$ cat src/logic/batrider_pkg.sv
package batrider_pkg;

    typedef logic [23:1] word_addr_t;   // 68k word address
    typedef logic [15:0] data_t;
    typedef logic [7:0]  byte_t;
    typedef logic [13:0] ram_addr_t;    // word index inside one bank
    typedef logic [6:0]  joy_t;         // active low, 3..0 dirs, 6..4 buttons

    localparam int NUM_RAM_BANKS = 2;
    localparam int VRAM_BANK     = 0;   // 0x200000-0x207fff
    localparam int WRAM_BANK     = 1;   // 0x208000-0x20ffff
    localparam int RAM_WORDS     = 16384;
    localparam int BANK_BIT      = 15;  // byte address bit that splits the banks

    // region pages, compared against addr[23:16]
    localparam byte_t RAM_PAGE = 8'h20;
    localparam byte_t GCU_PAGE = 8'h40;
    localparam byte_t IO_PAGE  = 8'h50;

    // byte offsets in the i/o page
    localparam byte_t IO_CTRL      = 8'h00;
    localparam byte_t IO_SYS_DSW   = 8'h02;
    localparam byte_t IO_DSW_AB    = 8'h04;
    localparam byte_t IO_VSTATUS   = 8'h06;
    localparam byte_t IO_SLATCH3   = 8'h08;
    localparam byte_t IO_SLATCH4   = 8'h0A;
    localparam byte_t IO_BUSREQ_RD = 8'h0C;
    localparam byte_t IO_SLATCH_W  = 8'h20;
    localparam byte_t IO_SLATCH2_W = 8'h22;
    localparam byte_t IO_BUSREQ_W  = 8'h60;
    localparam byte_t IO_TEXT_DMA  = 8'h80;
    localparam byte_t IO_PAL_DMA   = 8'h82;

    // gcu register offsets
    localparam logic [3:0] GCU_WRITE_REG  = 4'h0;
    localparam logic [3:0] GCU_SELECT_REG = 4'h4;
    localparam logic [3:0] GCU_RAM_H      = 4'h8;
    localparam logic [3:0] GCU_RAM_L      = 4'hA;
    localparam logic [3:0] GCU_RAM_PTR    = 4'hC;

    typedef struct packed {
        logic       as;
        logic       rw;     // 1 = read
        logic       uds;
        logic       lds;
        word_addr_t addr;
        data_t      wdata;
    } cpu_bus_t;

    // one bit per i/o page register
    typedef struct packed {
        logic ctrl;
        logic sys_dsw;
        logic dsw_ab;
        logic vstatus;
        logic slatch3;
        logic slatch4;
        logic busreq_rd;
        logic slatch_w;
        logic slatch2_w;
        logic busreq_w;
        logic text_dma;
        logic pal_dma;
    } io_sel_t;

    typedef struct packed {
        cpu_bus_t bus;
        logic     sel_ram;
        logic     sel_gcu;
        logic     sel_io;
        io_sel_t  io_sel;
    } bus_req_t;

    typedef struct packed {
        logic select_reg;
        logic write_reg;
        logic write_ram;
        logic read_ram_h;
        logic read_ram_l;
        logic set_ram_ptr;
    } gcu_op_t;

    typedef struct packed {
        logic       hsync;
        logic       vsync;
        logic       fblank;
        logic [8:0] v;      // line count
    } video_in_t;

endpackage

$ cat src/logic/read_mux.sv
`timescale 1ns/1ps

module read_mux (
    input  logic                                                 CLK96,
    input  logic                                                 RESET96,
    input  batrider_pkg::bus_req_t                               req,
    input  batrider_pkg::data_t [batrider_pkg::NUM_RAM_BANKS-1:0] bank_q,
    input  batrider_pkg::data_t                                  gcu_dout,
    input  batrider_pkg::joy_t                                   joy1,
    input  batrider_pkg::joy_t                                   joy2,
    input  logic [1:0]                                           start,
    input  logic [1:0]                                           coin,
    input  logic                                                 service,
    input  logic                                                 dip_test,
    input  batrider_pkg::byte_t                                  dipsw_a,
    input  batrider_pkg::byte_t                                  dipsw_b,
    input  batrider_pkg::byte_t                                  dipsw_c,
    input  batrider_pkg::video_in_t                              video,
    input  batrider_pkg::byte_t                                  slatch3_in,
    input  batrider_pkg::byte_t                                  slatch4_in,
    input  batrider_pkg::data_t                                  busreq_word,
    output batrider_pkg::data_t                                  rdata
);
    import batrider_pkg::*;

    bus_req_t req_d;    // lines up with bank_q
    byte_t    p1_ctrl;
    byte_t    p2_ctrl;
    byte_t    sys_lo;
    byte_t    vcount;
    data_t    vstatus;
    data_t    rdata_nxt;

    // inputs come in active low, the game wants active high
    function automatic byte_t ctrl_byte(input joy_t j);
        return {1'b0, ~j[6], ~j[5], ~j[4], ~j[0], ~j[1], ~j[2], ~j[3]};
    endfunction

    always_comb begin
        p1_ctrl = ctrl_byte(joy1);
        p2_ctrl = ctrl_byte(joy2);
        sys_lo  = {1'b0, ~start[1], ~start[0], ~coin[1], ~coin[0], ~dip_test, 1'b0, ~service};
        vcount  = video.v[8] ? 8'hFF : video.v[7:0];   // saturates past line 255
        vstatus = {video.hsync, video.vsync, 5'b11111, video.fblank, vcount};

        if (req_d.sel_gcu && req_d.bus.rw)
            rdata_nxt = gcu_dout;
        else if (req_d.sel_ram)
            rdata_nxt = bank_q[req_d.bus.addr[BANK_BIT]];
        else if (req_d.io_sel.ctrl)
            rdata_nxt = {p2_ctrl, p1_ctrl};
        else if (req_d.io_sel.sys_dsw)
            rdata_nxt = {dipsw_c, sys_lo};
        else if (req_d.io_sel.dsw_ab)
            rdata_nxt = {dipsw_b, dipsw_a};
        else if (req_d.io_sel.vstatus)
            rdata_nxt = vstatus;
        else if (req_d.io_sel.slatch3)
            rdata_nxt = {8'h00, slatch3_in};
        else if (req_d.io_sel.slatch4)
            rdata_nxt = {8'h00, slatch4_in};
        else if (req_d.io_sel.busreq_rd)
            rdata_nxt = busreq_word;
        else
            rdata_nxt = '0;     // unmapped or write-only
    end

    always_ff @(posedge CLK96 or posedge RESET96) begin
        if (RESET96) begin
            req_d <= '0;
            rdata <= '0;
        end else begin
            req_d <= req;
            rdata <= rdata_nxt;
        end
    end

endmodule

$ cat config.mk
export PLATFORM = sky130hd
export DESIGN_NAME = read_mux
export DESIGN_NICKNAME = d
export VERILOG_FILES = /design/src/logic/batrider_pkg.sv /design/src/logic/read_mux.sv
export SDC_FILE = /design/constraint.sdc
export NUM_CORES = 1
export LEC_CHECK = 0
export ABC_AREA = 1
export BUFFER_PORTS_ARGS = -buffer_cell sky130_fd_sc_hd__buf_2
export CAP_MARGIN = 0
export CORE_MARGIN = 10
export CORE_UTILIZATION = 37
export DETAILED_ROUTE_END_ITERATION = 8
export PLACE_DENSITY_LB_ADDON = 0.2
export SYNTH_ARGS = -nofsm -noshare
export SYNTH_HDL_FRONTEND = slang
export SYNTH_SLANG_ARGS = --single-unit
$ cat constraint.sdc
create_clock -name CLK96 -period 2.25 [get_ports CLK96]
set_input_delay 0.3375 -clock CLK96 [delete_from_list [all_inputs] [get_ports CLK96]]
set_output_delay 0.3375 -clock CLK96 [all_outputs]
set_load 0.02 [all_outputs]
## Word level (Yosys, flattened, before mapping)

Index checks and enable logic that the tools add are counted.

- Magnitude comparators: 1
- Mux-type cells: 12
- Bitwise gates (word level): 20
- Reductions and logical operators: 1

Operators with widths:

| kind | number |
|---|---|
| 16-bit two-way mux | 11 |
| 1-bit NOT | 20 |
| 8-bit two-way mux | 1 |
| 1-bit by 2-bit less-than comparator with 1-bit output, second input constant | 1 |
| 1-bit logical AND | 1 |

- Bits in registers: 41
- Bits of input ports: 196
- Output and inout bits: 16

## Logic depth before layout (Yosys ltp)

- Word-level depth: 9
- Gate-level depth with buffers: 10
- Gate-level depth less buffers: 9

## Worst setup path after synthesis

OpenSTA, ideal clock, no wires.

- Path type: flip-flop to flip-flop
- From: register req_d[14] in the netlist's numbering
- To: register rdata[11]
- Library setup time: 118 ps
- Arrival: 1066 ps
- Required time: 2132 ps
- Slack: 1066 ps
- Cell stages (with the launch flop): 9
- Path buffers: 2
- Period minus slack after synthesis: 1184 ps
- Cell sequence: dfrtp_1 > buf_2 > inv_1 > buf_4 > o21ai_0 > a21oi_1 > o21ai_0 > nand3_1 > nand2_1

- Word-level cells in the longest chain between the ends: 2

Ends and longest elaborated chain:

| item | line | text |
|---|---|---|
| start, declared | read_mux.sv:26 | `bus_req_t req_d;` |
| start signal, assigned | read_mux.sv:73 | `req_d <= req;` |
| 16-bit two-way mux | read_mux.sv:48 | `else if (req_d.sel_ram)` |
| 16-bit two-way mux | read_mux.sv:46 | `if (req_d.sel_gcu && req_d.bus.rw)` |
| named net rdata_nxt[11] | read_mux.sv:32 | `data_t rdata_nxt;` |
| end signal, assigned | read_mux.sv:74 | `rdata <= rdata_nxt;` |
| end, declared | read_mux.sv:22 | `output batrider_pkg::data_t rdata` |

The timed path passes the listed nets, and every way through them passes these cells.

## Worst setup path after layout

- From: register req_d[45] in the netlist's numbering
- To: register rdata[15]

- Word-level cells in the longest chain between the ends: 4

Ends and longest elaborated chain:

| item | line | text |
|---|---|---|
| 16-bit two-way mux (not written as such) (2 in series) | read_mux.sv:49 | `rdata_nxt = bank_q[req_d.bus.addr[BANK_BIT]];` |
| 16-bit two-way mux | read_mux.sv:48 |  |
| 16-bit two-way mux | read_mux.sv:46 |  |
| named net rdata_nxt[15] | read_mux.sv:32 |  |

The timed path passes the listed nets, and every way through them passes these cells. The select of a mux whose other input is x is not followed.

==> results.py <==
metrics = {
    "run_status": {
        "outcome": "completed",
    },
    "detailed_routing": {
        "postRouteWirelength_mm": 8.08,
        "avgRoutedWirePerCell_um": 15.5,
        "viasPerCell": 4.76,
        "first_pass_iters": 4,
        "detail_route.iter0.violations": 130,
        "drc": 0,
        "ant_nets": 0,
        "num_vias": 2488,
    },
    "timing": {
        "setup_violations": 0,
        "whs_ps": 101,
        "fmax_mhz": 563,
        "period_needed_ps": 1780,
        "relSlewSlack": 0.640,
        "hold_viol": 0,
        "clock_skew_ps": 9.95,
        "fin_crit_sh": 0.790,
        "rsz0062_at_grt": "false",
        "setup_ws_ps": 473,
        "tightest_slew_ps": 540,
        "drv_slew": 0,
        "tns_ps": 0,
    },
    "floorplan": {
        "die_y_um": 91.7,
        "die_x_um": 91.7,
        "pin_count": 212,
        "initial_core_util": 0.377,
        "die_area_um2": 8410,
        "core.rowCount": 26,
        "placeableCoreArea_um2": 5040,
    },
    "synthesis": {
        "synthTopCellsByArea": "dfrtp_1 (36%), nand2_1 (21%), a21oi_1 (8.9%), o21ai_0 (7.1%), nand3_1 (5.8%)",
        "async_reset_ff_frac": 1.00,
        "synth-seq-cells": 27,
        "yosys_warnings": 0,
        "syn_avg_cell_area_um2": 6.45,
        "synth-edff-count": 0,
        "synth_nets": 491,
        "netlist_area_um2": 1900,
        "netlist_instances": 295,
        "ys_seq_area_frac": 0.355,
        "synthTopCellsByCount": "nand2_1 (109), a21oi_1 (34), dfrtp_1 (27), o21ai_0 (27), nor2_1 (26)",
        "ys.flop_type": "dfrtp_1",
        "synth_most_common_cell": "nand2_1",
        "yosysTopAreaCell": "dfrtp_1",
        "synth_top_area_frac": 0.355,
        "synth_cell_types": 21,
    },
    "cts": {
        "cts_tree": "done",
        "cts_max_path_buffers": 2,
        "cts_resized": 0,
        "cts-buffers-inserted": 3,
        "cts-hold-fix-buffers": 0,
        "clock-sinks": 27,
        "path_clk_slew_ps": 100,
        "clk_latency_ps": 280,
        "cts_setup_buffers": 0,
        "root_buffer": "clkbuf_8",
        "h-tree-depth": 1,
    },
    "place": {
        "pre_cts_ws_ps": 493,
        "place_congestion": 0.811,
        "io_buffers": 164,
        "place_area_um2": 2740,
        "place_hpwl_mm": 6.77,
    },
    "global_routing": {
        "grtUsageTotal": 0.180,
        "antenna_found_initial": 0,
        "grt_max_degree": 28,
        "grt_pass1_wl_mm": 12.4,
        "grt_remaining_overflow": 0,
        "grt_pass1_vias": 2551,
    },
    "critical_path": {
        "startpoint_type": "register",
        "cp_data_required_time_ps": 2400,
        "arrival_ps": 1930,
        "r2r-end": "rdata[15]",
        "reg2reg_from": "req_d[45]",
        "end_kind": "register",
        "crit_path_end": "rdata[15]",
        "crit_type": "reg -> reg",
        "cp_max_fo": 17,
        "crit_start": "req_d[45]",
        "worst-r2r-cell-count": 5,
        "r2r_slack_ps": 470,
    },
    "cells_and_area": {
        "fin_area_um2": 2790,
        "syn_to_final_growth_pct": 46.7,
        "nNetsFinal": 650,
        "fillers": 564,
        "num_antenna_cells": 0,
        "drive_gt1_frac": 0.400,
    },
    "power": {
        "switching_share": 0.327,
        "pwr-share-seq": 0.444,
        "clkPwrFrac": 0.230,
        "leakagePower_nw": 1.54,
        "combinationalPowerShare": 0.326,
        "ir_worst_vdd_mv": 0.281,
        "p_sw_mw": 0.406,
        "p_int_mw": 0.835,
        "p_per_area_nw_per_um2": 444,
    },
    "min_path": {
        "hold_class": "in -> async",
    },
    "run": {
        "maxCapViolCount": 0,
    },
}
==> how the worst min path moves through the flow <==
stage,to,cells after the start
floorplan,req_d[10],0
global placement,req_d[45],3
detailed placement,req_d[45],3
CTS,req_d[45],3
global route,rdata[0],3
finish,req_d[45],3
==> flip-flops by register name, indices dropped and copies added, names as in the netlist <==
signal,flops
rdata,16
req_d,11
==> critical path, cell delays in order, from the launching register on <==
cell	delay, ps
dfrtp_1	700
inv_1	400
nor2_1	190
nor2_1	70
a311oi_1	200
a21oi_1	90
==> layout by cell type, fill, tap and decap left out, drive strengths merged <==
cell type and count:
nand3 22, nor2 29, buf 168, nand3b 1, nand2 110, clkbuf 3, dfrtp 27, o22ai 1
inv 14, o21ai 30, nand4 8, clkinvlp 1, o221a 3, a21oi 34, o2111ai 1, a311oi 1
==> layout make-up <==
class | count | area (µm²) | area share
multi-input cells | 240 | 1080 | 0.386
repair buffers | 168 | 851 | 0.305
flip-flops and latches | 27 | 676 | 0.242
well taps | 70 | 87.6 | 0.0314
inverters | 14 | 52.6 | 0.0188
clock buffers | 3 | 41.3 | 0.0148
clock inverters | 1 | 7.51 | 0.00269
==> power groups by stage <==
stage	clock [mW]	combinational, mW	sequential (mW)
floorplan	0	0.176	0.595
global placement	0	0.402	0.559
detailed placement	0	0.408	0.561
CTS	0.297	0.410	0.551
global route	0.317	0.457	0.557
finish	0.285	0.405	0.551
==> logic make-up after synthesis <==
logic type / count (synthesis) / share of synthesized area
simple gates: 170 / 0.368
flops: 27 / 0.355
compound gates: 70 / 0.199
buf+inv: 28 / 0.0789
==> metrics by stage <==
step / total power, mW / utilization / cells
finish: 1.24 / 0.554 / 523
global route: 1.33 / 0.554 / 523
CTS: 1.26 / 0.554 / 523
detailed placement: 0.969 / 0.544 / 519
global placement: 0.961 / 0.544 / 519
floorplan: 0.770 / - / 295
==> routing by layer <==
metal	routed length, µm	share of wire	global-route usage	vias up
met5	0	0	0	-
met4	46	0.0057	0.0308	0
met3	789	0.098	0.0644	4
met2	3990	0.49	0.320	106
met1	3260	0.40	0.204	1081
li1	-	-	-	1297
Power figures use the tool's default switching activity.
