`config.mk`:
```
export PLATFORM = sky130hd
export DESIGN_NAME = io_regs
export DESIGN_NICKNAME = d
export VERILOG_FILES = /design/src/logic/batrider_pkg.sv /design/src/logic/io_regs.sv
export SDC_FILE = /design/constraint.sdc
export NUM_CORES = 1
export LEC_CHECK = 0
export BUFFER_PORTS_ARGS = -buffer_cell sky130_fd_sc_hd__buf_2
export CORE_ASPECT_RATIO = 1.5
export CORE_MARGIN = 8
export CORE_UTILIZATION = 30
export DETAILED_ROUTE_END_ITERATION = 12
export GPL_TIMING_DRIVEN = 0
export HOLD_SLACK_MARGIN = 0.12
export SETUP_SLACK_MARGIN = 0.3
export SYNTH_ARGS = -nofsm -noshare
export SYNTH_HDL_FRONTEND = slang
export SYNTH_SLANG_ARGS = --single-unit
export TNS_END_PERCENT = 30
```
`constraint.sdc`:
```
create_clock -name CLK96 -period 1.5 [get_ports CLK96]
set_input_delay 0.225 -clock CLK96 [delete_from_list [all_inputs] [get_ports CLK96]]
set_output_delay 0.225 -clock CLK96 [all_outputs]
set_load 0.01 [all_outputs]
```
`src/logic/batrider_pkg.sv`:
```
package batrider_pkg;

    typedef logic [23:1] word_addr_t;   // 68k word address
    typedef logic [15:0] data_t;
    typedef logic [7:0]  byte_t;
    typedef logic [13:0] ram_addr_t;    // word index inside one bank
    typedef logic [6:0]  joy_t;         // active low, 3..0 dirs, 6..4 buttons

    localparam int NUM_RAM_BANKS = 2;
    localparam int VRAM_BANK     = 0;   // 0x200000-0x207fff
    localparam int WRAM_BANK     = 1;   // 0x208000-0x20ffff
    localparam int RAM_WORDS     = 16384;
    localparam int BANK_BIT      = 15;  // byte address bit that splits the banks

    // region pages, compared against addr[23:16]
    localparam byte_t RAM_PAGE = 8'h20;
    localparam byte_t GCU_PAGE = 8'h40;
    localparam byte_t IO_PAGE  = 8'h50;

    // byte offsets in the i/o page
    localparam byte_t IO_CTRL      = 8'h00;
    localparam byte_t IO_SYS_DSW   = 8'h02;
    localparam byte_t IO_DSW_AB    = 8'h04;
    localparam byte_t IO_VSTATUS   = 8'h06;
    localparam byte_t IO_SLATCH3   = 8'h08;
    localparam byte_t IO_SLATCH4   = 8'h0A;
    localparam byte_t IO_BUSREQ_RD = 8'h0C;
    localparam byte_t IO_SLATCH_W  = 8'h20;
    localparam byte_t IO_SLATCH2_W = 8'h22;
    localparam byte_t IO_BUSREQ_W  = 8'h60;
    localparam byte_t IO_TEXT_DMA  = 8'h80;
    localparam byte_t IO_PAL_DMA   = 8'h82;

    // gcu register offsets
    localparam logic [3:0] GCU_WRITE_REG  = 4'h0;
    localparam logic [3:0] GCU_SELECT_REG = 4'h4;
    localparam logic [3:0] GCU_RAM_H      = 4'h8;
    localparam logic [3:0] GCU_RAM_L      = 4'hA;
    localparam logic [3:0] GCU_RAM_PTR    = 4'hC;

    typedef struct packed {
        logic       as;
        logic       rw;     // 1 = read
        logic       uds;
        logic       lds;
        word_addr_t addr;
        data_t      wdata;
    } cpu_bus_t;

    // one bit per i/o page register
    typedef struct packed {
        logic ctrl;
        logic sys_dsw;
        logic dsw_ab;
        logic vstatus;
        logic slatch3;
        logic slatch4;
        logic busreq_rd;
        logic slatch_w;
        logic slatch2_w;
        logic busreq_w;
        logic text_dma;
        logic pal_dma;
    } io_sel_t;

    typedef struct packed {
        cpu_bus_t bus;
        logic     sel_ram;
        logic     sel_gcu;
        logic     sel_io;
        io_sel_t  io_sel;
    } bus_req_t;

    typedef struct packed {
        logic select_reg;
        logic write_reg;
        logic write_ram;
        logic read_ram_h;
        logic read_ram_l;
        logic set_ram_ptr;
    } gcu_op_t;

    typedef struct packed {
        logic       hsync;
        logic       vsync;
        logic       fblank;
        logic [8:0] v;      // line count
    } video_in_t;

endpackage

```
`src/logic/io_regs.sv`:
```
`timescale 1ns/1ps

module io_regs (
    input  logic                   CLK96,
    input  logic                   RESET96,
    input  batrider_pkg::bus_req_t req,
    input  logic                   gcu_ack,
    input  logic                   tvram_busy,
    output batrider_pkg::byte_t    slatch,
    output batrider_pkg::byte_t    slatch2,
    output batrider_pkg::data_t    busreq_word,
    output batrider_pkg::gcu_op_t  gcu_op,
    output logic                   text_dma_w,
    output logic                   pal_dma_w
);
    import batrider_pkg::*;

    logic       io_wr;
    logic       any_io_gcu;
    logic       any_sel;
    logic [3:0] gcu_off;
    gcu_op_t    gcu_set;    // ops requested by this cycle

    always_comb begin
        io_wr      = req.sel_io && !req.bus.rw;
        any_io_gcu = req.sel_io || req.sel_gcu;
        any_sel    = any_io_gcu || req.sel_ram;
        gcu_off    = {req.bus.addr[3:1], 1'b0};
        gcu_set    = '0;
        if (req.sel_gcu) begin
            if (req.bus.rw) begin
                case (gcu_off)
                    GCU_RAM_H: gcu_set.read_ram_h = 1'b1;
                    GCU_RAM_L: gcu_set.read_ram_l = 1'b1;
                    default:   gcu_set = '0;
                endcase
            end else begin
                case (gcu_off)
                    GCU_WRITE_REG:        gcu_set.write_reg   = 1'b1;
                    GCU_SELECT_REG:       gcu_set.select_reg  = 1'b1;
                    GCU_RAM_H, GCU_RAM_L: gcu_set.write_ram   = 1'b1;
                    GCU_RAM_PTR:          gcu_set.set_ram_ptr = 1'b1;
                    default:              gcu_set = '0;
                endcase
            end
        end
    end

    always_ff @(posedge CLK96 or posedge RESET96) begin
        if (RESET96) begin
            slatch      <= '0;
            slatch2     <= '0;
            busreq_word <= '0;
            gcu_op      <= '0;
            text_dma_w  <= 1'b0;
            pal_dma_w   <= 1'b0;
        end else begin
            // sound latches take the low byte only
            if (io_wr && req.io_sel.slatch_w)
                slatch <= req.bus.wdata[7:0];
            if (io_wr && req.io_sel.slatch2_w)
                slatch2 <= req.bus.wdata[7:0];
            if (io_wr && req.io_sel.busreq_w)
                busreq_word <= req.bus.wdata;

            // held until the gcu acks with the bus quiet
            if (gcu_ack && !any_io_gcu)
                gcu_op <= '0;
            else
                gcu_op <= gcu_op_t'(gcu_op | gcu_set);

            if (io_wr && req.io_sel.text_dma)
                text_dma_w <= 1'b1;
            else if (!tvram_busy && !any_sel)
                text_dma_w <= 1'b0;     // text ram controller idle

            if (io_wr && req.io_sel.pal_dma)
                pal_dma_w <= 1'b1;
            else if (!tvram_busy && !any_sel)
                pal_dma_w <= 1'b0;
        end
    end

endmodule

```
Word level (Yosys, flattened, before mapping)
Index checks and enable logic that the tools add are counted.

Bits in registers: 40. Bits of input ports: 62. Output and inout bits: 40.

Eq/ne operators: 4. Muxes and demuxes: 12. Bitwise logic cells: 1. Reduce and logical (&&, ||, !) cells: 18.

Operators by type and width (number): $mux 6 (3); $eq 3x3->1 const B (3); $mux 1 (9); $logic_and 1x1->1 (8); $or 6x6->6 (1); $logic_not 1->1 (4); $reduce_bool 2->1 (2); $eq 3x2->1 const B (1); $logic_not 3->1 (1); $logic_or 1x1->1 (2); $reduce_or 2->1 (1).

Depth between registers and ports, before layout
Gate-level depths: netlist of run 1.

Word-level depth: 7. Depth in mapped cells: 5. Depth with buffers taken out: 3.

Worst setup path before layout of run 1
OpenSTA, ideal clock, no wires.

Path kind: input-to-reg. From: input req[12] (netlist name). To: register busreq_word[0]. Library setup time: 0.125 ns. Arrival time: 1.019 ns. Required time: 1.375 ns. Setup slack: 0.356 ns. Cell stages on the path: 5. Cell sequence: nor2b_2 > buf_6 > nand2_4 > buf_12 > mux2_4.

Longest elaborated chain between the ends: 2.

Ends and longest elaborated chain: start: declaration (RTL line io_regs.sv:6) `input batrider_pkg::bus_req_t req,`; $logic_and 1x1->1 (RTL line io_regs.sv:25) `io_wr = req.sel_io && !req.bus.rw;`; $logic_and 1x1->1 (RTL line io_regs.sv:63) `if (io_wr && req.io_sel.busreq_w)`; end signal: assignment (RTL line io_regs.sv:64) `busreq_word <= req.bus.wdata;`; end: declaration (RTL line io_regs.sv:11) `output batrider_pkg::data_t busreq_word,`.

No other way between the ends. A chain may end at the register's enable or synchronous reset.

Final worst setup path of run 1
From: register gcu_op[1] (netlist name). To: output gcu_op[1] (netlist name).

RTL lines: start: declaration (RTL line io_regs.sv:12) `output batrider_pkg::gcu_op_t gcu_op,`; start signal: assignment (RTL line io_regs.sv:70) `gcu_op <= gcu_op_t'(gcu_op | gcu_set);`.

No word-level cell between the ends.

==> out/summary.md, run 1 <==
CTS built an H-tree with a depth of 2. In this run the tool buffered the top-level ports with 71 buffer cells. The fraction of synthesized cell area taken by the top area cell type works out to 62.5%. For the number of diodes, the log shows 0.

The cell with the biggest individual delay on the critical path was sky130_fd_sc_hd__dfrtp_1. For this run, the share of the core covered by cells in the final layout is 41.6%. For the headroom to the max-slew limit, the log shows 44.6%. The tightest min-delay check is of the in -> async type. The worst setup path is launched from a flip-flop. The clock passes through at most 2 buffers. By area the synthesized netlist is led by sky130_fd_sc_hd__dfrtp_1, sky130_fd_sc_hd__mux2_2, sky130_fd_sc_hd__mux2_4.

The share of the yosys chip area belonging to registers is 62.5%, and the cell area after layout is 2150 sq um. The floorplan step defined a die boundary enclosing 7990 sq um. The final count of negative-setup-slack endpoints is 0, and the post-synthesis instance area is 1600 sq um.

In this run the static leakage power is 1.10 nW. Number of clock buffers inserted by TritonCTS: 5. The mean cell area of the mapped netlist came out at 15.9 sq um.

The number of antenna violations at the first check in global routing was 0; the final weighted congestion of routability-driven global placement was 0.674. After detailed routing, the total wire length is 3640 microns. The critical path is of the reg -> out type.

The biggest area consumer among synthesized cells is sky130_fd_sc_hd__dfrtp_1. The core region is 5160 sq um. Global routing used 9.86% of the available tracks across all layers. For the worst setup path, the data required time is 1270 ps. From bottom edge to top edge, the die measures 106 microns. The distinct cell type count after synthesis came out at 20. The worst stage delay on the critical path came out at 400 ps.

The floorplan has 32 rows. During synthesis, Yosys emitted a total of 0 warnings. The post-detailed-route wirelength per cell was 14.7 microns; the worst setup skew after layout was 0 ps. The power per standard cell area is 1320 nW/um^2, and the worst-case setup margin in the final layout is 448 ps. The quantity of hold-fixing buffers added after cts came out at 0. The number of buffers and inverters on the critical path was 1; the number of DRC violations after detailed routing was 0. Walking the worst path, the cells encountered are buf_2. OpenSTA, run right after detailed placement, puts the worst setup slack at 162 ps.

Compared with the post-synthesis result, the final layout area differs by 34.2%. The tools report the type of destination of the critical path as an output pin. The chip width was 75.7 microns; the fraction of layout cells with a size suffix above 1 was 66.7%.

The run gives 0 as the total count of max-transition violations in the final report. The flow ran to the end, and the final reports show no timing, DRC or antenna violations. The minimum period implied by the final worst setup slack is 1050 ps, and the filler cell count is 495. Across the run, the number of max-cap violations was 0. TritonCTS built the clock tree.

Dividing the detail-routed via count by the number of cells gives 4.43. The count of nets left with antenna violations after detail routing is 0. The number of top-level pins is 102, and the clock-pin slew of the registers on the worst-case setup and hold paths is 80 ps. Setup repair after global routing left no endpoint under its margin. At the pin with the least slew margin, the transition time is 830 ps. The number of hold violations in the final report came out at 0. After clock tree synthesis, the repair step resized 0 gates. The biggest fanout along the worst timing path came out at 3.

The tools report the post-CTS repair timing setup buffer count as 0. For this block, the via count after detailed routing is 1098. The pin count of the biggest net entering global routing is 41, and the HPWL reported at the end of detailed placement is 2790 microns. The worst-skew pair later-pin latency is 280 ps, and the instance area at placement is 2040 sq um. Before antenna repair, the detailed router went through 3 iterations. For the maximum clock frequency, the log shows 951 MHz. The minimum hold slack was 97.0 ps.

After layout, the worst path uses 70.1% of the clock period. In this run the clock root is driven by a sky130_fd_sc_hd__clkbuf_8. The number of nets in the synthesized netlist is 163. In this design, the largest share of critical-path delay is due to flip-flops. The first global-routing pass estimated 6040 microns of wire. For the summed negative setup slack over all endpoints, the log shows 0 ps.

Counting every instance in the synthesized netlist gives 101. In the final design database the tool counted 241 nets. The total overflow left after global routing is 0.

The number of clock sinks came out at 40. Once the floorplan was initialized, standard cells occupied 31.0% of the core. The peak supply drop was 0.608 mV; the number of global-route vias before repair was 1209. For the worst setup path, the data arrival time is 830 ps. Number of synthesized register bits: 40.

The DRC marker count from the first detailed-route iteration is 33.
## sequential cells by signal, indices dropped and copies added (netlist names)
signal and count:
busreq_word 16, slatch2 8, slatch 8, gcu_op 6
pal_dma_w 1, text_dma_w 1
## Yosys cell counts (all sizes together)
cell type / count
mux2: 32
o21ba: 1
nor2b: 1
a21oi: 2
or4: 1
a211oi: 1
nor4b: 1
nand4b: 1
nor2: 6
nand2: 3
buf: 2
a41oi: 1
a22o: 2
inv: 4
a31oi: 1
dfrtp: 40
nor3b: 2
## worst paths after layout
kind	startpoint	end	slack [ps]	cells past startpoint
max in group asynchronous	RESET96	slatch2[7]	870	2
worst min-delay path	RESET96	busreq_word[3]	100	2
worst min register to register	slatch[4]	slatch[4]	500	1
min in group CLK96	req[1]	text_dma_w	170	2
worst max register to register	busreq_word[8]	busreq_word[8]	730	1
worst max-delay path	gcu_op[1]	gcu_op[1]	450	1
## layout by cell type (no fill, tap or decap)
master	synthesis	layout
sky130_fd_sc_hd__buf_2	0	71
sky130_fd_sc_hd__dfrtp_1	40	40
sky130_fd_sc_hd__mux2_2	22	22
sky130_fd_sc_hd__mux2_4	10	10
sky130_fd_sc_hd__nor2_1	6	6
sky130_fd_sc_hd__clkbuf_8	0	5
sky130_fd_sc_hd__inv_1	4	3
sky130_fd_sc_hd__nand2_2	2	2
sky130_fd_sc_hd__a22o_2	2	2
sky130_fd_sc_hd__nor3b_1	2	2
sky130_fd_sc_hd__a21oi_1	2	2
sky130_fd_sc_hd__nor2b_2	1	1
sky130_fd_sc_hd__buf_6	1	1
sky130_fd_sc_hd__or4_1	1	1
sky130_fd_sc_hd__nand2_4	1	1
sky130_fd_sc_hd__buf_12	1	1
sky130_fd_sc_hd__nor4b_1	1	1
sky130_fd_sc_hd__a41oi_1	1	1
sky130_fd_sc_hd__nand4b_1	1	1
sky130_fd_sc_hd__o21ba_2	1	1
sky130_fd_sc_hd__a211oi_1	1	1
sky130_fd_sc_hd__a31oi_1	1	1
sky130_fd_sc_hd__inv_2	0	1
sky130_fd_sc_hd__clkinv_2	0	1
sky130_fd_sc_hd__clkbuf_1	0	1
sky130_fd_sc_hd__bufinv_16	0	1
## area by class of cell
type / count / area, sq um / share of cell area (%)
sequential: 40 / 1000 / 46.5
multi-input combinational: 55 / 556 / 25.8
timing repair buffer: 71 / 355 / 16.5
tap: 68 / 85.1 / 3.96
clock buffer: 6 / 72.6 / 3.37
clock inverter: 2 / 35.0 / 1.63
buffer: 2 / 31.3 / 1.45
inverter: 4 / 15.0 / 0.698
## cells by family after synthesis
logic type / after synthesis / share of synthesized area (%)
flip-flops: 40 / 62.5
buffers and inverters: 6 / 2.89
multiplexers: 32 / 24.8
AO/OA/AOI/OAI: 8 / 3.90
AND/OR/NAND/NOR: 15 / 5.93
## stage by stage
| step | std cells | power, mW |
|---|---|---|
| 2_1_floorplan | 101 | 1.72 |
| 3_3_place_gp | 240 | 2.02 |
| 3_5_place_dp | 240 | 2.03 |
| 4_1_cts | 248 | 2.90 |
| 5_1_grt | 248 | 3.00 |
| 6_report | 248 | 2.84 |
## power breakdown
part | switching, mW | internal (mW)
clock | 0.361 | 0.494
sequential | 0.0918 | 1.27
combinational | 0.288 | 0.342
total | 0.741 | 2.10
## layer usage
metal  wire length, microns  vias to the layer above  track usage (%)
met1                   1470                      537             11.5
met2                   1840                       46             16.0
met4                     58                        0             3.73
met5                      0                        -                0
met3                    280                        5             3.32
li1                       -                      510                -
Note: power is estimated with default switching activity, not from simulation.
==> inputs of run 2 (changes only) <==
clock period = 0.9 ns   (was 1.5 ns; I/O delays follow)
==> run 2 against run 1 <==
The flow now finishes with violations (negative hold slack, negative setup slack). Critical path depth did not move. First-iteration DRC count rose by 55%. Clock skew did not move. Global-route usage fell by 0.25 points. Register-to-register slack got worse by 710 ps. Critical endpoint is now slatch[7].
==> out/summary.md, run 2 (synthesis results as in run 1) <==
For the placeable core area, the log shows 5160 sq um. IR analysis of the VDD net gives a maximum drop of 0.748 mV. Measured in cells, the most critical reg-to-reg path has a length of 2. The flip-flop count of the largest register, all copies and words added is 16, and the final weighted congestion of routability-driven global placement is 0.670.

The library cells used most frequently in the layout, excluding fill and tap cells, are sky130_fd_sc_hd__buf_2, sky130_fd_sc_hd__dfrtp_1, sky130_fd_sc_hd__mux2_2. Power spread over the standard cell area amounts to 2100 nW/um^2. The tools report the type of destination of the critical path as an output pin. HPWL reported at the end of detailed placement: 2820 microns. The run gives 9 as the number of hold violations in the final report. The first detailed-routing pass ran for 3 iterations. The number of clock buffers inserted by TritonCTS was 5; the initial core utilization was 31.0%. Entering global routing, the biggest net connects 41 pins. The H-tree generated during clock tree synthesis spans 2 levels.

The critical path goes through buf_2. The required time of the critical path is 760 ps. For the minimum hold slack, the log shows -10.5 ps. Headroom to the max-slew limit came out at 41.8%. Setup repair after global routing could not meet its margin everywhere. The largest single stage delay on the critical path is 390 ps. The final layout contains 251 nets. From synthesis to final layout, the design area changed by 48.2%. Most common library cell in the layout ignoring fill and taps: sky130_fd_sc_hd__buf_2.

Global routing consumed, over all layers together, 9.61% of the routing resources. The post-route fraction of the period consumed by the critical path is 106%. The die outline height was 106 microns.

Subtracting the final worst setup slack from the clock period gives 957 ps. The post-detailed-route wirelength per cell came out at 14.6 microns. The kind of cell adding the most delay to the critical path was flip-flops. The final route contains 1136 vias. For this design the static power due to leakage is 1.18 nW.

Clock-pin slew was measured on the worst setup and hold paths at 80 ps. Setup violations remaining at the end of the flow were counted as 40. The floorplan die area came out at 7990 sq um.

The tools report the number of global-route vias before repair as 1200. The logs give 3770 microns for the total routed wirelength and 5.00 mW for the total power consumption of the routed design. For the pin with the worst max-slew slack, the measured transition is 871 ps. At the worst endpoint, the arrival time is 820 ps.

STA classifies the critical path startpoint as a flip-flop. Fraction of layout cells with a size suffix above 1: 71.1%. The tightest min-delay check is of the in -> async type.

The first-pass GRT wire length was 5900 microns. The number of buffers and inverters on the critical path is 1. The flow ran to the end, but the final reports show violations. Instance count on the critical path: 1. Buffer depth of the longest clock path: 2.

The cell with the biggest individual delay on the critical path was sky130_fd_sc_hd__dfrtp_1. The logs give -56.9 ps for the worst-case setup margin in the final layout and 51 for the DRC marker count from the first detailed-route iteration. The run gives 1050 MHz as the maximum clock frequency. By startpoint and endpoint, the worst setup path is classified as reg -> out.

Largest register by flop count: busreq_word. The total count of max-transition violations in the final report is 0. The chip width came out at 75.7 microns. The tree is rooted in a sky130_fd_sc_hd__clkbuf_8.

At the later pin of the worst-skew pair, clock insertion delay measures 280 ps. Clock skew on the completed layout was measured at 0 ps. The count of nets left with antenna violations after detail routing came out at 0.

The count of buffers added on input and output ports is 71. The mean number of vias per cell is 4.40. The number of DRC violations after detailed routing came out at 0. The total overflow left after global routing is 0. Clock tree synthesis found a total of 40 sinks. During I/O placement, the number of pins put on the boundary was 102. The number of antenna diodes in the final layout is 0. The tools report the placement row count as 32. The checks that failed: negative hold slack, negative setup slack. In the final layout, the registers with the most flip-flops are busreq_word: 16 flops, slatch2: 8 flops, slatch: 8 flops. The biggest fanout along the worst timing path works out to 2. Across the run, the number of max-cap violations was 0.

The number of antenna violations at the first check in global routing came out at 0. TritonCTS built the clock tree.
run 2: what timing repair did:
item                                    4_1_cts  5_1_grt
gates resized for setup                      16        9
pin swaps                                     5        4
endpoints found under the hold margin        75       70
setup buffers                                 6        4
endpoints found under the setup margin       80      120
run 2: per-stage QoR:
stage	cell area [sq um]	instances	worst slack [ps]	setup TNS, ps	utilization, %
finish	2380	258	-56.9	-1590	46.0
global route	2380	258	-98.7	-3070	46.0
CTS	2300	254	-73.1	-2270	44.5
detailed placement	2060	240	-313	-10300	39.9
global placement	2060	240	-301	-10020	39.9
floorplan	1620	101	-94.4	-2230	-
run 2: final timing paths:
check / from / to / slack, ps
min reg2reg: slatch2[3] / slatch2[3] / 510
max in group asynchronous: RESET96 / slatch2[1] / 430
min: RESET96 / gcu_op[2] / -10
max: slatch[7] / slatch[7] / -60
max reg2reg: busreq_word[6] / busreq_word[6] / 20
min in group CLK96: req[1] / text_dma_w / 70
run 2: power breakdown:
part	internal (mW)	switching, mW
Clock	0.823	0.615
Combinational	0.753	0.534
Sequential	2.11	0.160
run 2: area by class of cell:
type | instances | area [sq um]
Buffer | 2 | 40.0
Clock buffer | 6 | 72.6
Multi-Input combinational cell | 55 | 624
Tap cell | 68 | 85.1
Fill cell | 470 | 2790
Timing Repair Buffer | 81 | 499
Inverter | 4 | 18.8
Clock inverter | 2 | 35.0
Sequential cell | 40 | 1000
run 2: worst reg2reg max path: stages (launching register included):
cell and delay [ps]:
sky130_fd_sc_hd__dfrtp_1 400, sky130_fd_sc_hd__buf_4 130, sky130_fd_sc_hd__mux2_4 240
run 2: metal layers:
layer	track usage (%)	up-vias	share of wire, %
li1	-	532	-
met1	10.7	550	40
met2	15.9	49	50
met3	3.70	5	8.7
met4	3.31	0	1.4
met5	0	-	0
