==> config.mk <==
export PLATFORM = sky130hd
export DESIGN_NAME = bus_decoder
export DESIGN_NICKNAME = d
export VERILOG_FILES = /design/src/logic/batrider_pkg.sv /design/src/logic/bus_decoder.sv
export SDC_FILE = /design/constraint.sdc
export NUM_CORES = 1
export LEC_CHECK = 0
export BUFFER_PORTS_ARGS = -buffer_cell sky130_fd_sc_hd__buf_2
export CAP_MARGIN = 20
export CORE_MARGIN = 1.5
export CORE_UTILIZATION = 49
export CTS_CLUSTER_SIZE = 25
export DETAILED_ROUTE_END_ITERATION = 7
export PLACE_DENSITY = 0.86
export SLEW_MARGIN = 40
export SYNTH_ARGS = -nofsm -noshare
export SYNTH_HDL_FRONTEND = slang
export SYNTH_SLANG_ARGS = --single-unit
export TNS_END_PERCENT = 1
==> constraint.sdc <==
create_clock -name CLK96 -period 4.6 [get_ports CLK96]
set_input_delay 0.23 -clock CLK96 [delete_from_list [all_inputs] [get_ports CLK96]]
set_output_delay 0.23 -clock CLK96 [all_outputs]
set_load 0.01 [all_outputs]
==> src/logic/batrider_pkg.sv <==
package batrider_pkg;

    typedef logic [23:1] word_addr_t;   // 68k word address
    typedef logic [15:0] data_t;
    typedef logic [7:0]  byte_t;
    typedef logic [13:0] ram_addr_t;    // word index inside one bank
    typedef logic [6:0]  joy_t;         // active low, 3..0 dirs, 6..4 buttons

    localparam int NUM_RAM_BANKS = 2;
    localparam int VRAM_BANK     = 0;   // 0x200000-0x207fff
    localparam int WRAM_BANK     = 1;   // 0x208000-0x20ffff
    localparam int RAM_WORDS     = 16384;
    localparam int BANK_BIT      = 15;  // byte address bit that splits the banks

    // region pages, compared against addr[23:16]
    localparam byte_t RAM_PAGE = 8'h20;
    localparam byte_t GCU_PAGE = 8'h40;
    localparam byte_t IO_PAGE  = 8'h50;

    // byte offsets in the i/o page
    localparam byte_t IO_CTRL      = 8'h00;
    localparam byte_t IO_SYS_DSW   = 8'h02;
    localparam byte_t IO_DSW_AB    = 8'h04;
    localparam byte_t IO_VSTATUS   = 8'h06;
    localparam byte_t IO_SLATCH3   = 8'h08;
    localparam byte_t IO_SLATCH4   = 8'h0A;
    localparam byte_t IO_BUSREQ_RD = 8'h0C;
    localparam byte_t IO_SLATCH_W  = 8'h20;
    localparam byte_t IO_SLATCH2_W = 8'h22;
    localparam byte_t IO_BUSREQ_W  = 8'h60;
    localparam byte_t IO_TEXT_DMA  = 8'h80;
    localparam byte_t IO_PAL_DMA   = 8'h82;

    // gcu register offsets
    localparam logic [3:0] GCU_WRITE_REG  = 4'h0;
    localparam logic [3:0] GCU_SELECT_REG = 4'h4;
    localparam logic [3:0] GCU_RAM_H      = 4'h8;
    localparam logic [3:0] GCU_RAM_L      = 4'hA;
    localparam logic [3:0] GCU_RAM_PTR    = 4'hC;

    typedef struct packed {
        logic       as;
        logic       rw;     // 1 = read
        logic       uds;
        logic       lds;
        word_addr_t addr;
        data_t      wdata;
    } cpu_bus_t;

    // one bit per i/o page register
    typedef struct packed {
        logic ctrl;
        logic sys_dsw;
        logic dsw_ab;
        logic vstatus;
        logic slatch3;
        logic slatch4;
        logic busreq_rd;
        logic slatch_w;
        logic slatch2_w;
        logic busreq_w;
        logic text_dma;
        logic pal_dma;
    } io_sel_t;

    typedef struct packed {
        cpu_bus_t bus;
        logic     sel_ram;
        logic     sel_gcu;
        logic     sel_io;
        io_sel_t  io_sel;
    } bus_req_t;

    typedef struct packed {
        logic select_reg;
        logic write_reg;
        logic write_ram;
        logic read_ram_h;
        logic read_ram_l;
        logic set_ram_ptr;
    } gcu_op_t;

    typedef struct packed {
        logic       hsync;
        logic       vsync;
        logic       fblank;
        logic [8:0] v;      // line count
    } video_in_t;

endpackage

==> src/logic/bus_decoder.sv <==
`timescale 1ns/1ps

module bus_decoder (
    input  logic                                  CLK96,
    input  logic                                  RESET96,
    input  batrider_pkg::cpu_bus_t                bus,
    output batrider_pkg::bus_req_t                req,
    output logic [batrider_pkg::NUM_RAM_BANKS-1:0] bank_sel
);
    import batrider_pkg::*;

    byte_t   page;
    byte_t   io_off;
    logic    ram_hit;
    logic    gcu_hit;
    logic    io_hit;
    io_sel_t io_sel_nxt;

    always_comb begin
        page    = bus.addr[23:16];
        io_off  = {bus.addr[7:1], 1'b0};   // back to a byte offset
        ram_hit = (page == RAM_PAGE);      // both banks, 0x200000-0x20ffff
        gcu_hit = (page == GCU_PAGE);
        io_hit  = (page == IO_PAGE);

        io_sel_nxt.ctrl      = io_hit && (io_off == IO_CTRL);
        io_sel_nxt.sys_dsw   = io_hit && (io_off == IO_SYS_DSW);
        io_sel_nxt.dsw_ab    = io_hit && (io_off == IO_DSW_AB);
        io_sel_nxt.vstatus   = io_hit && (io_off == IO_VSTATUS);
        io_sel_nxt.slatch3   = io_hit && (io_off == IO_SLATCH3);
        io_sel_nxt.slatch4   = io_hit && (io_off == IO_SLATCH4);
        io_sel_nxt.busreq_rd = io_hit && (io_off == IO_BUSREQ_RD);
        io_sel_nxt.slatch_w  = io_hit && (io_off == IO_SLATCH_W);
        io_sel_nxt.slatch2_w = io_hit && (io_off == IO_SLATCH2_W);
        io_sel_nxt.busreq_w  = io_hit && (io_off == IO_BUSREQ_W);
        io_sel_nxt.text_dma  = io_hit && (io_off == IO_TEXT_DMA);
        io_sel_nxt.pal_dma   = io_hit && (io_off == IO_PAL_DMA);
    end

    always_ff @(posedge CLK96 or posedge RESET96) begin
        if (RESET96) begin
            req      <= '0;
            bank_sel <= '0;
        end else if (bus.as) begin
            req.bus     <= bus;
            req.sel_ram <= ram_hit;
            req.sel_gcu <= gcu_hit;
            req.sel_io  <= io_hit;
            req.io_sel  <= io_sel_nxt;
            bank_sel[VRAM_BANK] <= ram_hit && !bus.addr[BANK_BIT];
            bank_sel[WRAM_BANK] <= ram_hit && bus.addr[BANK_BIT];
        end else begin
            // idle bus, keep the payload but drop every select
            req.bus.as  <= 1'b0;
            req.sel_ram <= 1'b0;
            req.sel_gcu <= 1'b0;
            req.sel_io  <= 1'b0;
            req.io_sel  <= '0;
            bank_sel    <= '0;
        end
    end

endmodule

=== Yosys cells after proc, flatten, opt, wreduce, memory -nomap -nowiden ===
Cells that the tools add are included.

* Input bits: 45
* Word-level logic and storage cells: 55
* Register bits: 60
* Output and inout bits: 60

* Eq/ne operators: 14
* Multiplexer cells: 3
* Reduce and logical (&&, ||, !) cells: 16

{| class="wikitable"
|+ Operator list
! cell !! number
|-
| $eq A7 B3 Y1 const B || 3
|-
| $eq A8 B7 Y1 const B || 2
|-
| $mux W15 || 1
|-
| $eq A7 B2 Y1 const B || 2
|-
| $eq A7 B5 Y1 const B || 2
|-
| $eq A7 B7 Y1 const B || 2
|-
| $logic_and A1 B1 Y1 || 14
|-
| $eq A8 B6 Y1 const B || 1
|-
| $eq A7 B1 Y1 const B || 1
|-
| $eq A7 B6 Y1 const B || 1
|-
| $logic_not A7 Y1 || 1
|-
| $mux W2 || 1
|-
| $logic_not A1 Y1 || 1
|-
| $mux W1 || 1
|}

=== Depth between registers and ports, before layout ===
Gate-level depths: netlist (run 1).

* Depth after elaboration: 3
* Depth in mapped cells: 5
* Depth with buffers taken out: 3

=== Worst setup path before layout (run 1) ===
Ideal clock, no wire load.

* Kind: input to register
* Start: input port bus[42] in the netlist's numbering
* End: register req[5] in the netlist's numbering
* Data required time: 4.499 ns
* Stages on the path: 5
* Setup slack: 3.348 ns
* Arrival: 1.151 ns
* Library setup time: 0.101 ns
* Buffers on the path: 2
* Cell sequence: buf_4 -> nand2_2 -> or4_1 -> buf_2 -> nor4_1

* Word-level cells in the longest chain between the ends: 1

{| class="wikitable"
|+ RTL lines
! item !! line !! RTL
|-
| from (decl) || bus_decoder.sv:6 || <nowiki>input batrider_pkg::cpu_bus_t bus,</nowiki>
|-
| $mux W15 || bus_decoder.sv:44 || <nowiki>end else if (bus.as) begin</nowiki>
|-
| to (decl) || bus_decoder.sv:7 || <nowiki>output batrider_pkg::bus_req_t req,</nowiki>
|}

No other way between the ends.
A chain may end at the register's enable or synchronous reset.

=== Worst setup path after layout (run 1) ===
* Start: input port bus[42] in the netlist's numbering
* End: register req[8] in the netlist's numbering

The elaborated chain is that of the path after synthesis.

==> results of run 1 <==
-- sequential cells by signal, summed over array words and instances (netlist names) --
register / flops
bank_sel: 2
req: 58
-- final cells by class --
class / instances / area share [%]
Clock buffer: 15 / 5.93
Clock inverter: 1 / 0.168
Inverter: 4 / 0.505
Multi-Input combinational cell: 76 / 22.9
Sequential cell: 60 / 50.5
Tap cell: 52 / 2.19
Timing Repair Buffer: 105 / 17.8
-- cell families (layout without fill, tap and decap cells) --
group	Yosys count	count (layout)	share of synthesized area (%)
flops	60	60	67.4
mux	41	41	20.7
compound gates	1	1	0.225
buf+inv	10	125	2.08
simple gates	34	34	9.55
-- per-stage QoR --
step                      total power, mW  utilization, %  instances
after detailed placement            0.742            64.1        297
after CTS                            1.17            68.3        313
after floorplan                     0.669               -        146
final                                1.15            68.3        313
after global routing                 1.21            68.3        313
after global placement              0.736            64.1        297
-- power by group --
part	internal [mW]	switching, mW	leakage [nW]	total [mW]
Clock	0.240	0.182	0.0937	0.422
Sequential	0.565	0.0180	0.741	0.583
Combinational	0.0738	0.0735	0.659	0.147
Total	0.879	0.274	1.49	1.15
-- synth_stat cells --
master and instances:
and2_1 1, buf_2 4, buf_4 1, clkbuf_1 1, dfrtp_1 60, inv_1 4
mux2_2 41, nand2_1 2, nand2_2 1, nand3b_1 2, nand4_1 2, nand4b_1 1
nand4bb_1 1, nor2_1 7, nor2b_1 2, nor3_1 4, nor3b_1 3, nor4_1 4
nor4_2 1, o21ai_0 1, or3b_2 1, or4_1 1, or4b_1 1
-- metal layers --
metal	wire length (µm)	vias up
li1	-	736
met1	1880	805
met2	2360	80
met3	298	8
met4	97	0
met5	0	-
-- how the worst max path moves through the flow --
| stage | startpoint | to | slack (ns) | cells past startpoint |
|---|---|---|---|---|
| 5_1_grt | bus[42] | req[8] | 2.93 | 4 |
| 2_1_floorplan | RESET96 | bank_sel[0] | 2.89 | 1 |
| 6_report | bus[42] | req[8] | 3.05 | 4 |
| 3_3_place_gp | bus[42] | req[8] | 2.57 | 4 |
| 4_1_cts | bus[42] | req[8] | 3.12 | 4 |
| 3_5_place_dp | bus[42] | req[8] | 2.80 | 4 |
==> out/metrics.yaml, run 1 <==
critPathBufInv: 1
power_leakage_nw: 1.49
vias: 1629
drt_iter0_markers: 144
post_cts_buffers: 0
dieArea_mm2: 0.00496
core_region_area_mm2: 0.00435
final-setup-viol-count: 0
regArea_mm2: 0.00150
synthesis.instances: 146
final.setup.tns_ns: 0
pre_cts_ws_ns: 2.80
port_buffers: 104
skew_ns: 0
grt_busiest_layer: "met2"
layout_commonest_cell: "buf_2"
viasPerCell: 5.20
cts_tree: "yes"
met1_usage_pct: 23.8
worstReg2RegEnd: "req[45]"
max_slew_margin_pct: 50.8
diodes: 0
final_hold_viol_count: 0
grt_start_max_net_pins: 61
cp-end-kind: "flop"
critical_path_class: "primary input to flop"
fin_crit_sh_pct: 33.8
place.gp.congestion: 0.762
finalMaxSlewViolations: 0
start_util_pct: 51.1
rr_startpoint: "req[45]"
outcome: "finished, final reports clean"
cts.repair.resized: 0
grt_pass1_vias: 1563
ys_ff_latch: 60
grtUsageTotal_pct: 19.8
cts-root-buf: "clkbuf_8"
wirelength_mm: 4.64
cts.path.max_buffers: 2
maxCapViolations: 0
synth_cell_types: 23
fin_area_mm2: 0.00297
synth.top_cell.area_share_pct: 67.4
fin_crit_ns: 1.55
grt_use_met3_pct: 5.92
layout_setup_ws_ns: 3.05
netlist_area_mm2: 0.00223
rrSetupSlack_ns: 3.83
fin_nets: 301
syn-num-nets: 191
cts_sinks: 60
grt-ovfl-total: 0
antenna_found_initial: 0
hold_class: "primary input to flop"
dp_hpwl_mm: 3.25
holdPathEnd: "bank_sel[0]"
holdWs_ns: 0.0833
fill_cells: 313
crit_family: "simple AND/OR/NAND/NOR gates"
ios: 105
synth.top_cells.by_area: "dfrtp_1 (67%), mux2_2 (21%), nor2_1 (1.2%), nor4_1 (1.1%), nor3b_1 (1.0%)"
cp-start-kind: "primary input"
dpl_cell_area_mm2: 0.00279
met2_usage_pct: 31.6
worst_ep_required_time_ns: 4.80
arrival_ns: 1.75
synth.largest_area_cell: "dfrtp_1"
max_freq_mhz: 644
drcViolationCount: 0
clk_pin_slew_ns: 0.06
multi_input_area_um2: 679
postRouteAntennaNets: 0
hp-start: "bus[30]"
min_delay_path_depth: 2
cts_buffers: 9
p_per_area_mw_per_mm2: 388
final_cell_mix: "buf_2 (103), dfrtp_1 (60), mux2_2 (41), clkbuf_8 (12), nor2_1 (7)"
worstPathCellList: "buf_4, nand2_2, or4_1, nor4_1"
rsz0062_at_grt: "no"
avgSynthCellArea_um2: 15.3
fp.dieW_um: 70.4
reg2regPathDepth: 1
wl_per_cell_um: 14.8
cp_max_fo: 47
clk_latency_ns: 0.32
first_pass_iters: 4
area_delta_synth_final_pct: 33.5
grt_pass1_wl_mm: 7.40
peakVddDrop_mv: 0.194
die_h_um: 70.4
worst_pin_slew_ns: 0.739
drive_above_1_share_pct: 62.5
h-tree-depth: 3
yosysSeqAreaShare_pct: 67.4
cpMaxStageDelayCell: "or4_1"
hold_buffers: 0
critical_path.max_stage_delay_ns: 0.56
yosysWarnings: 0
fp-row-count: 24
Power figures use the tool's default switching activity.
==> run 2: changes to the inputs <==
CORE_UTILIZATION = 46   (was 49)
PLACE_DENSITY = 0.81   (was 0.86)
clock period = 1.55 ns   (was 4.6 ns; I/O delays follow)
==> out/metrics.yaml, run 2 (synthesized netlist as in run 1, its figures left out) <==
diodes: 0  # unchanged
h-tree-depth: 3  # unchanged
dieArea_mm2: 0.00527  # +6.2%
wl_per_cell_um: 14.9  # +0.30%
largest_register_ffs: 58  # unchanged
port_buffers: 104  # unchanged
fin_crit_sh_pct: 94.6
cts_sinks: 60  # unchanged
fill_cells: 330  # +5.4%
fin_cells: 351  # +12%
worstPathCellList: "dlygate4sd3_1, buf_2, or4_1, nor4_1"
p_int_mw: 2.78  # +220%
worst_ep_required_time_ns: 1.78  # -3.02 ns
grt_pass1_wl_mm: 8.21  # +11%
cp_max_fo: 7  # -85%
finalMaxSlewViolations: 0  # unchanged
viasPerCell: 4.85  # -6.9%
fp-row-count: 25  # +4.2%
postRouteAntennaNets: 0  # unchanged
antenna_found_initial: 0  # unchanged
cts_buffers: 9  # unchanged
ios: 105  # unchanged
area_delta_synth_final_pct: 51.0
cpMaxStageDelayCell: "or4_1"
drive_above_1_share_pct: 56.9  # -5.5 points
multi_input_area_um2: 679  # unchanged
start_util_pct: 47.5  # -3.7 points
critPathLaunch: "bus[21]"
vias: 1701  # +4.4%
worst_pin_slew_ns: 0.468  # -0.271 ns
pre_cts_ws_ns: 0.191  # -2.61 ns
die_h_um: 72.6  # +3.1%
final_hold_viol_count: 0  # unchanged
rrSetupSlack_ns: 0.77  # -3.06 ns
place.gp.congestion: 0.738  # -3.1%
rr_startpoint: "req[53]"
grt_start_max_net_pins: 61  # unchanged
cp-start-kind: "primary input"
wirelength_mm: 5.22  # +12%
cp-end-kind: "flop"
pwr-share-clk_pct: 38.4  # +1.8 points
cts.path.max_buffers: 2  # unchanged
power_leakage_nw: 1.66  # +11%
final-setup-viol-count: 0  # unchanged
drcViolationCount: 0  # unchanged
min_delay_path_depth: 2  # unchanged
arrival_ns: 1.69  # -0.06 ns
reg_top3: "req: 58 flops, bank_sel: 2 flops"
clk_pin_slew_ns: 0.07  # about the same
grt_pass1_vias: 1742  # +11%
core_region_area_mm2: 0.00469  # +7.8%
fin_nets: 337  # +12%
p_switching_uw: 871  # +220%
top_register: "req"
critical_path.max_stage_delay_ns: 0.64  # +0.08 ns
critical_path_class: "primary input to flop"
clk_latency_ns: 0.32  # about the same
final.setup.tns_ns: 0  # unchanged
outcome: "finished, final reports clean"
rsz0062_at_grt: "no"
drt_iter0_markers: 191  # +33%
post_cts_buffers: 0  # unchanged
p_per_area_mw_per_mm2: 1090  # +180%
p_comb_share_pct: 14.2  # +1.4 points
reg2regPathDepth: 1  # unchanged
layout_setup_ws_ns: 0.0832  # -2.96 ns
dp_hpwl_mm: 3.33  # +2.5%
hold_class: "primary input to flop"
skew_ns: 0  # unchanged
maxCapViolations: 0  # unchanged
max_freq_mhz: 682
hp-start: "bus[32]"
grtUsageTotal_pct: 21.2  # +1.4 points
first_pass_iters: 4  # unchanged
max_slew_margin_pct: 68.6  # +18 points
fp.dieW_um: 72.6  # +3.1%
grt-ovfl-total: 0  # unchanged
cts_tree: "yes"
layout_commonest_cell: "buf_2"
dp.cells: 302  # +1.7%
regArea_mm2: 0.00150  # unchanged
power_frac_seq_pct: 47.4  # -3.2 points
worstReg2RegEnd: "req[53]"
holdPathEnd: "req[47]"
final_cell_mix: "buf_2 (104), dfrtp_1 (60), mux2_2 (41), dlygate4sd3_1 (33), clkbuf_8 (11)"
cts-root-buf: "clkbuf_8"
swShare_pct: 23.9  # +0.14 points
fin_crit_ns: 1.47
peakVddDrop_mv: 0.840  # +330%
## run 2: worst max path at each step
| stage | to | slack [ns] | cells past startpoint |
|---|---|---|---|
| 6_report | req[8] | 0.08 | 4 |
| 5_1_grt | req[8] | 0.03 | 4 |
| 4_1_cts | req[5] | 0.09 | 5 |
| 3_5_place_dp | req[5] | 0.19 | 4 |
| 3_3_place_gp | req[8] | 0.24 | 4 |
| 2_1_floorplan | req[5] | 0.45 | 5 |
## run 2: metrics by stage
stage / utilization, % / instance area [µm²] / hold slack (ns) / power (mW)
after floorplan: - / 2230 / 0.109 / 1.99
after global placement: 60.3 / 2830 / 0.179 / 2.19
after detailed placement: 60.3 / 2830 / 0.183 / 2.21
after CTS: 71.7 / 3360 / 0.00379 / 3.67
after global routing: 71.7 / 3360 / 0.00714 / 3.81
final: 71.7 / 3360 / 0.0162 / 3.65
## run 2: per-layer routing
layer  up-vias  track usage [%]  routed length, µm
met1       835             24.7               2000
met5         -                0                  0
met4         0             11.5                113
li1        803                -                  -
met3        11             4.70                190
met2        52             36.3               2910
## run 2: critical path: cells and delay by family
kind          cells  cell delay (ns)
buf+inv           2             0.69
simple gates      2             0.92
## run 2: final cells by class
type | instances | share of cell area (%)
multi-input cells | 76 | 20.2
inverters | 4 | 0.558
clock buffers | 11 | 4.50
well taps | 54 | 2.01
repair buffers | 141 | 26.6
clock inverters | 5 | 1.49
flip-flops and latches | 60 | 44.7
## run 2: power by group through the flow
stage / clock (mW) / combinational, mW / sequential (mW)
after floorplan: 0 / 0.173 / 1.81
after global placement: 0 / 0.443 / 1.75
after detailed placement: 0 / 0.454 / 1.76
after CTS: 1.42 / 0.519 / 1.73
after global routing: 1.51 / 0.562 / 1.74
final: 1.40 / 0.519 / 1.73
## run 2: repair_timing
action,4_1_cts,5_1_grt
endpoints found under the hold margin,96,0
gates resized for setup,0,0
hold buffers,33,0
==> run 3: changes to the inputs <==
CORE_UTILIZATION = 40   (was 46)
PLACE_DENSITY = 0.72   (was 0.81)
==> out/metrics.yaml, run 3 (synthesized netlist as in run 1, its figures left out) <==
layout_commonest_cell: "buf_2"
grt_pass1_wl_mm: 8.71  # +6.0%
viasPerCell: 4.71  # -2.9%
wl_per_cell_um: 14.5  # -2.5%
cts-root-buf: "clkbuf_8"
cts_tree: "yes"
fin_cells: 367  # +4.6%
first_pass_iters: 4  # unchanged
cp_max_fo: 7  # unchanged
grt_start_max_net_pins: 47  # -23%
fin_crit_ns: 1.53  # +0.0603 ns
port_buffers: 104  # unchanged
area_delta_synth_final_pct: 54.0
largest_register_ffs: 58  # unchanged
final_core_util_pct: 65.5  # -6.1 points
dp.cells: 318  # +5.3%
wirelength_mm: 5.32  # +2.0%
outcome: "finished, final reports clean"
worst_pin_slew_ns: 0.279  # -0.189 ns
top_register: "req"
fin_area_mm2: 0.00343  # +2.0%
max_slew_margin_pct: 81.4  # +13 points
worstReg2RegEnd: "req[36]"
finalMaxSlewViolations: 0  # unchanged
die_h_um: 77.6  # +6.9%
fin_crit_sh_pct: 98.5  # +3.9 points
postRouteAntennaNets: 0  # unchanged
totalPowerFinal_mw: 3.55  # -2.6%
cp-end-kind: "flop"
cts_buffers: 9  # unchanged
power_leakage_nw: 1.66  # +0.23%
arrival_ns: 1.74  # +0.05 ns
cts.path.max_buffers: 2  # unchanged
start_util_pct: 42.5  # -4.9 points
final-setup-viol-count: 0  # unchanged
maxCapViolations: 0  # unchanged
min_delay_path_depth: 2  # unchanged
holdPathEnd: "req[52]"
clk_latency_ns: 0.32  # about the same
fp.dieW_um: 77.6  # +6.9%
antenna_found_initial: 0  # unchanged
worst_ep_required_time_ns: 1.77  # about the same
drive_above_1_share_pct: 58.2  # +1.3 points
grt-ovfl-total: 0  # unchanged
dieArea_mm2: 0.00602  # +14%
fill_cells: 400  # +21%
p_per_area_mw_per_mm2: 1040  # -4.5%
diodes: 0  # unchanged
final_cell_mix: "buf_2 (104), dfrtp_1 (60), mux2_2 (41), dlygate4sd3_1 (34), clkbuf_8 (13)"
fin_nets: 338  # +0.30%
core_region_area_mm2: 0.00524  # +12%
hp-start: "bus[37]"
holdWs_ns: 0.0253  # +0.00905 ns
final_hold_viol_count: 0  # unchanged
cts_sinks: 60  # unchanged
rsz0062_at_grt: "no"
reg_top3: "req: 58 flops, bank_sel: 2 flops"
rrSetupSlack_ns: 0.77  # about the same
peakVddDrop_mv: 0.681  # -19%
ios: 105  # unchanged
drt_iter0_markers: 60  # -69%
dp_hpwl_mm: 3.54  # +6.3%
drcViolationCount: 0  # unchanged
dpl_cell_area_mm2: 0.00286  # +1.1%
vias: 1727  # +1.5%
h-tree-depth: 3  # unchanged
place.gp.congestion: 0.756  # +2.5%
grt_pass1_vias: 1848  # +6.1%
max_freq_mhz: 655  # -4.0%
hold_class: "primary input to flop"
layout_setup_ws_ns: 0.0229  # -0.0603 ns
pre_cts_ws_ns: 0.283  # +0.0926 ns
skew_ns: 0  # unchanged
reg2regPathDepth: 1  # unchanged
grtUsageTotal_pct: 19.1  # -2.1 points
cp-start-kind: "primary input"
fp-row-count: 26  # +4.0%
final.setup.tns_ns: 0  # unchanged
clk_pin_slew_ns: 0.06  # about the same
critical_path_class: "primary input to flop"
post_cts_buffers: 0  # unchanged
rr_startpoint: "req[36]"
[run 3: cell type report]
cell class / instances / area (µm²) / share of cell area, %
sequential: 60 / 1500 / 43.8
timing repair buffer: 142 / 916 / 26.7
multi-input combinational: 76 / 719 / 21.0
clock buffer: 14 / 183 / 5.32
tap: 70 / 87.6 / 2.55
inverter: 4 / 18.8 / 0.547
clock inverter: 1 / 5.00 / 0.146
[run 3: per-layer routing]
layer / track usage [%] / vias to the layer above / routed length [µm]
met2: 33.0 / 60 / 2840
met1: 21.9 / 849 / 2110
met3: 4.94 / 12 / 260
met4: 9.27 / 0 / 110
met5: 0 / - / 0
li1: - / 806 / -
[run 3: repair_timing]
action                     in CTS  in global routing
hold endpoints to repair       97                  0
setup endpoints to repair       0                  6
resized for setup               0                  7
hold buffers                   34                  0
[run 3: worst max path at each step]
stage,startpoint,to,slack (ns),cells past startpoint
3_5_place_dp,bus[31],req[7],0.28,5
2_1_floorplan,bus[42],req[5],0.45,5
5_1_grt,bus[21],req[9],0.02,4
6_report,bus[21],req[9],0.02,4
3_3_place_gp,bus[31],bank_sel[0],0.27,5
4_1_cts,bus[32],req[7],0.02,6
[run 3: power breakdown]
group / internal (mW) / total [mW] / leakage (nW) / switching (mW)
Sequential: 1.68 / 1.73 / 0.741 / 0.0550
Combinational: 0.287 / 0.528 / 0.825 / 0.241
Clock: 0.744 / 1.29 / 0.0986 / 0.548
[run 3: critical path: stages]
cell,delay (ns)
dlygate4sd3_1,0.53
buf_2,0.15
or4_1,0.68
nor4_1,0.31
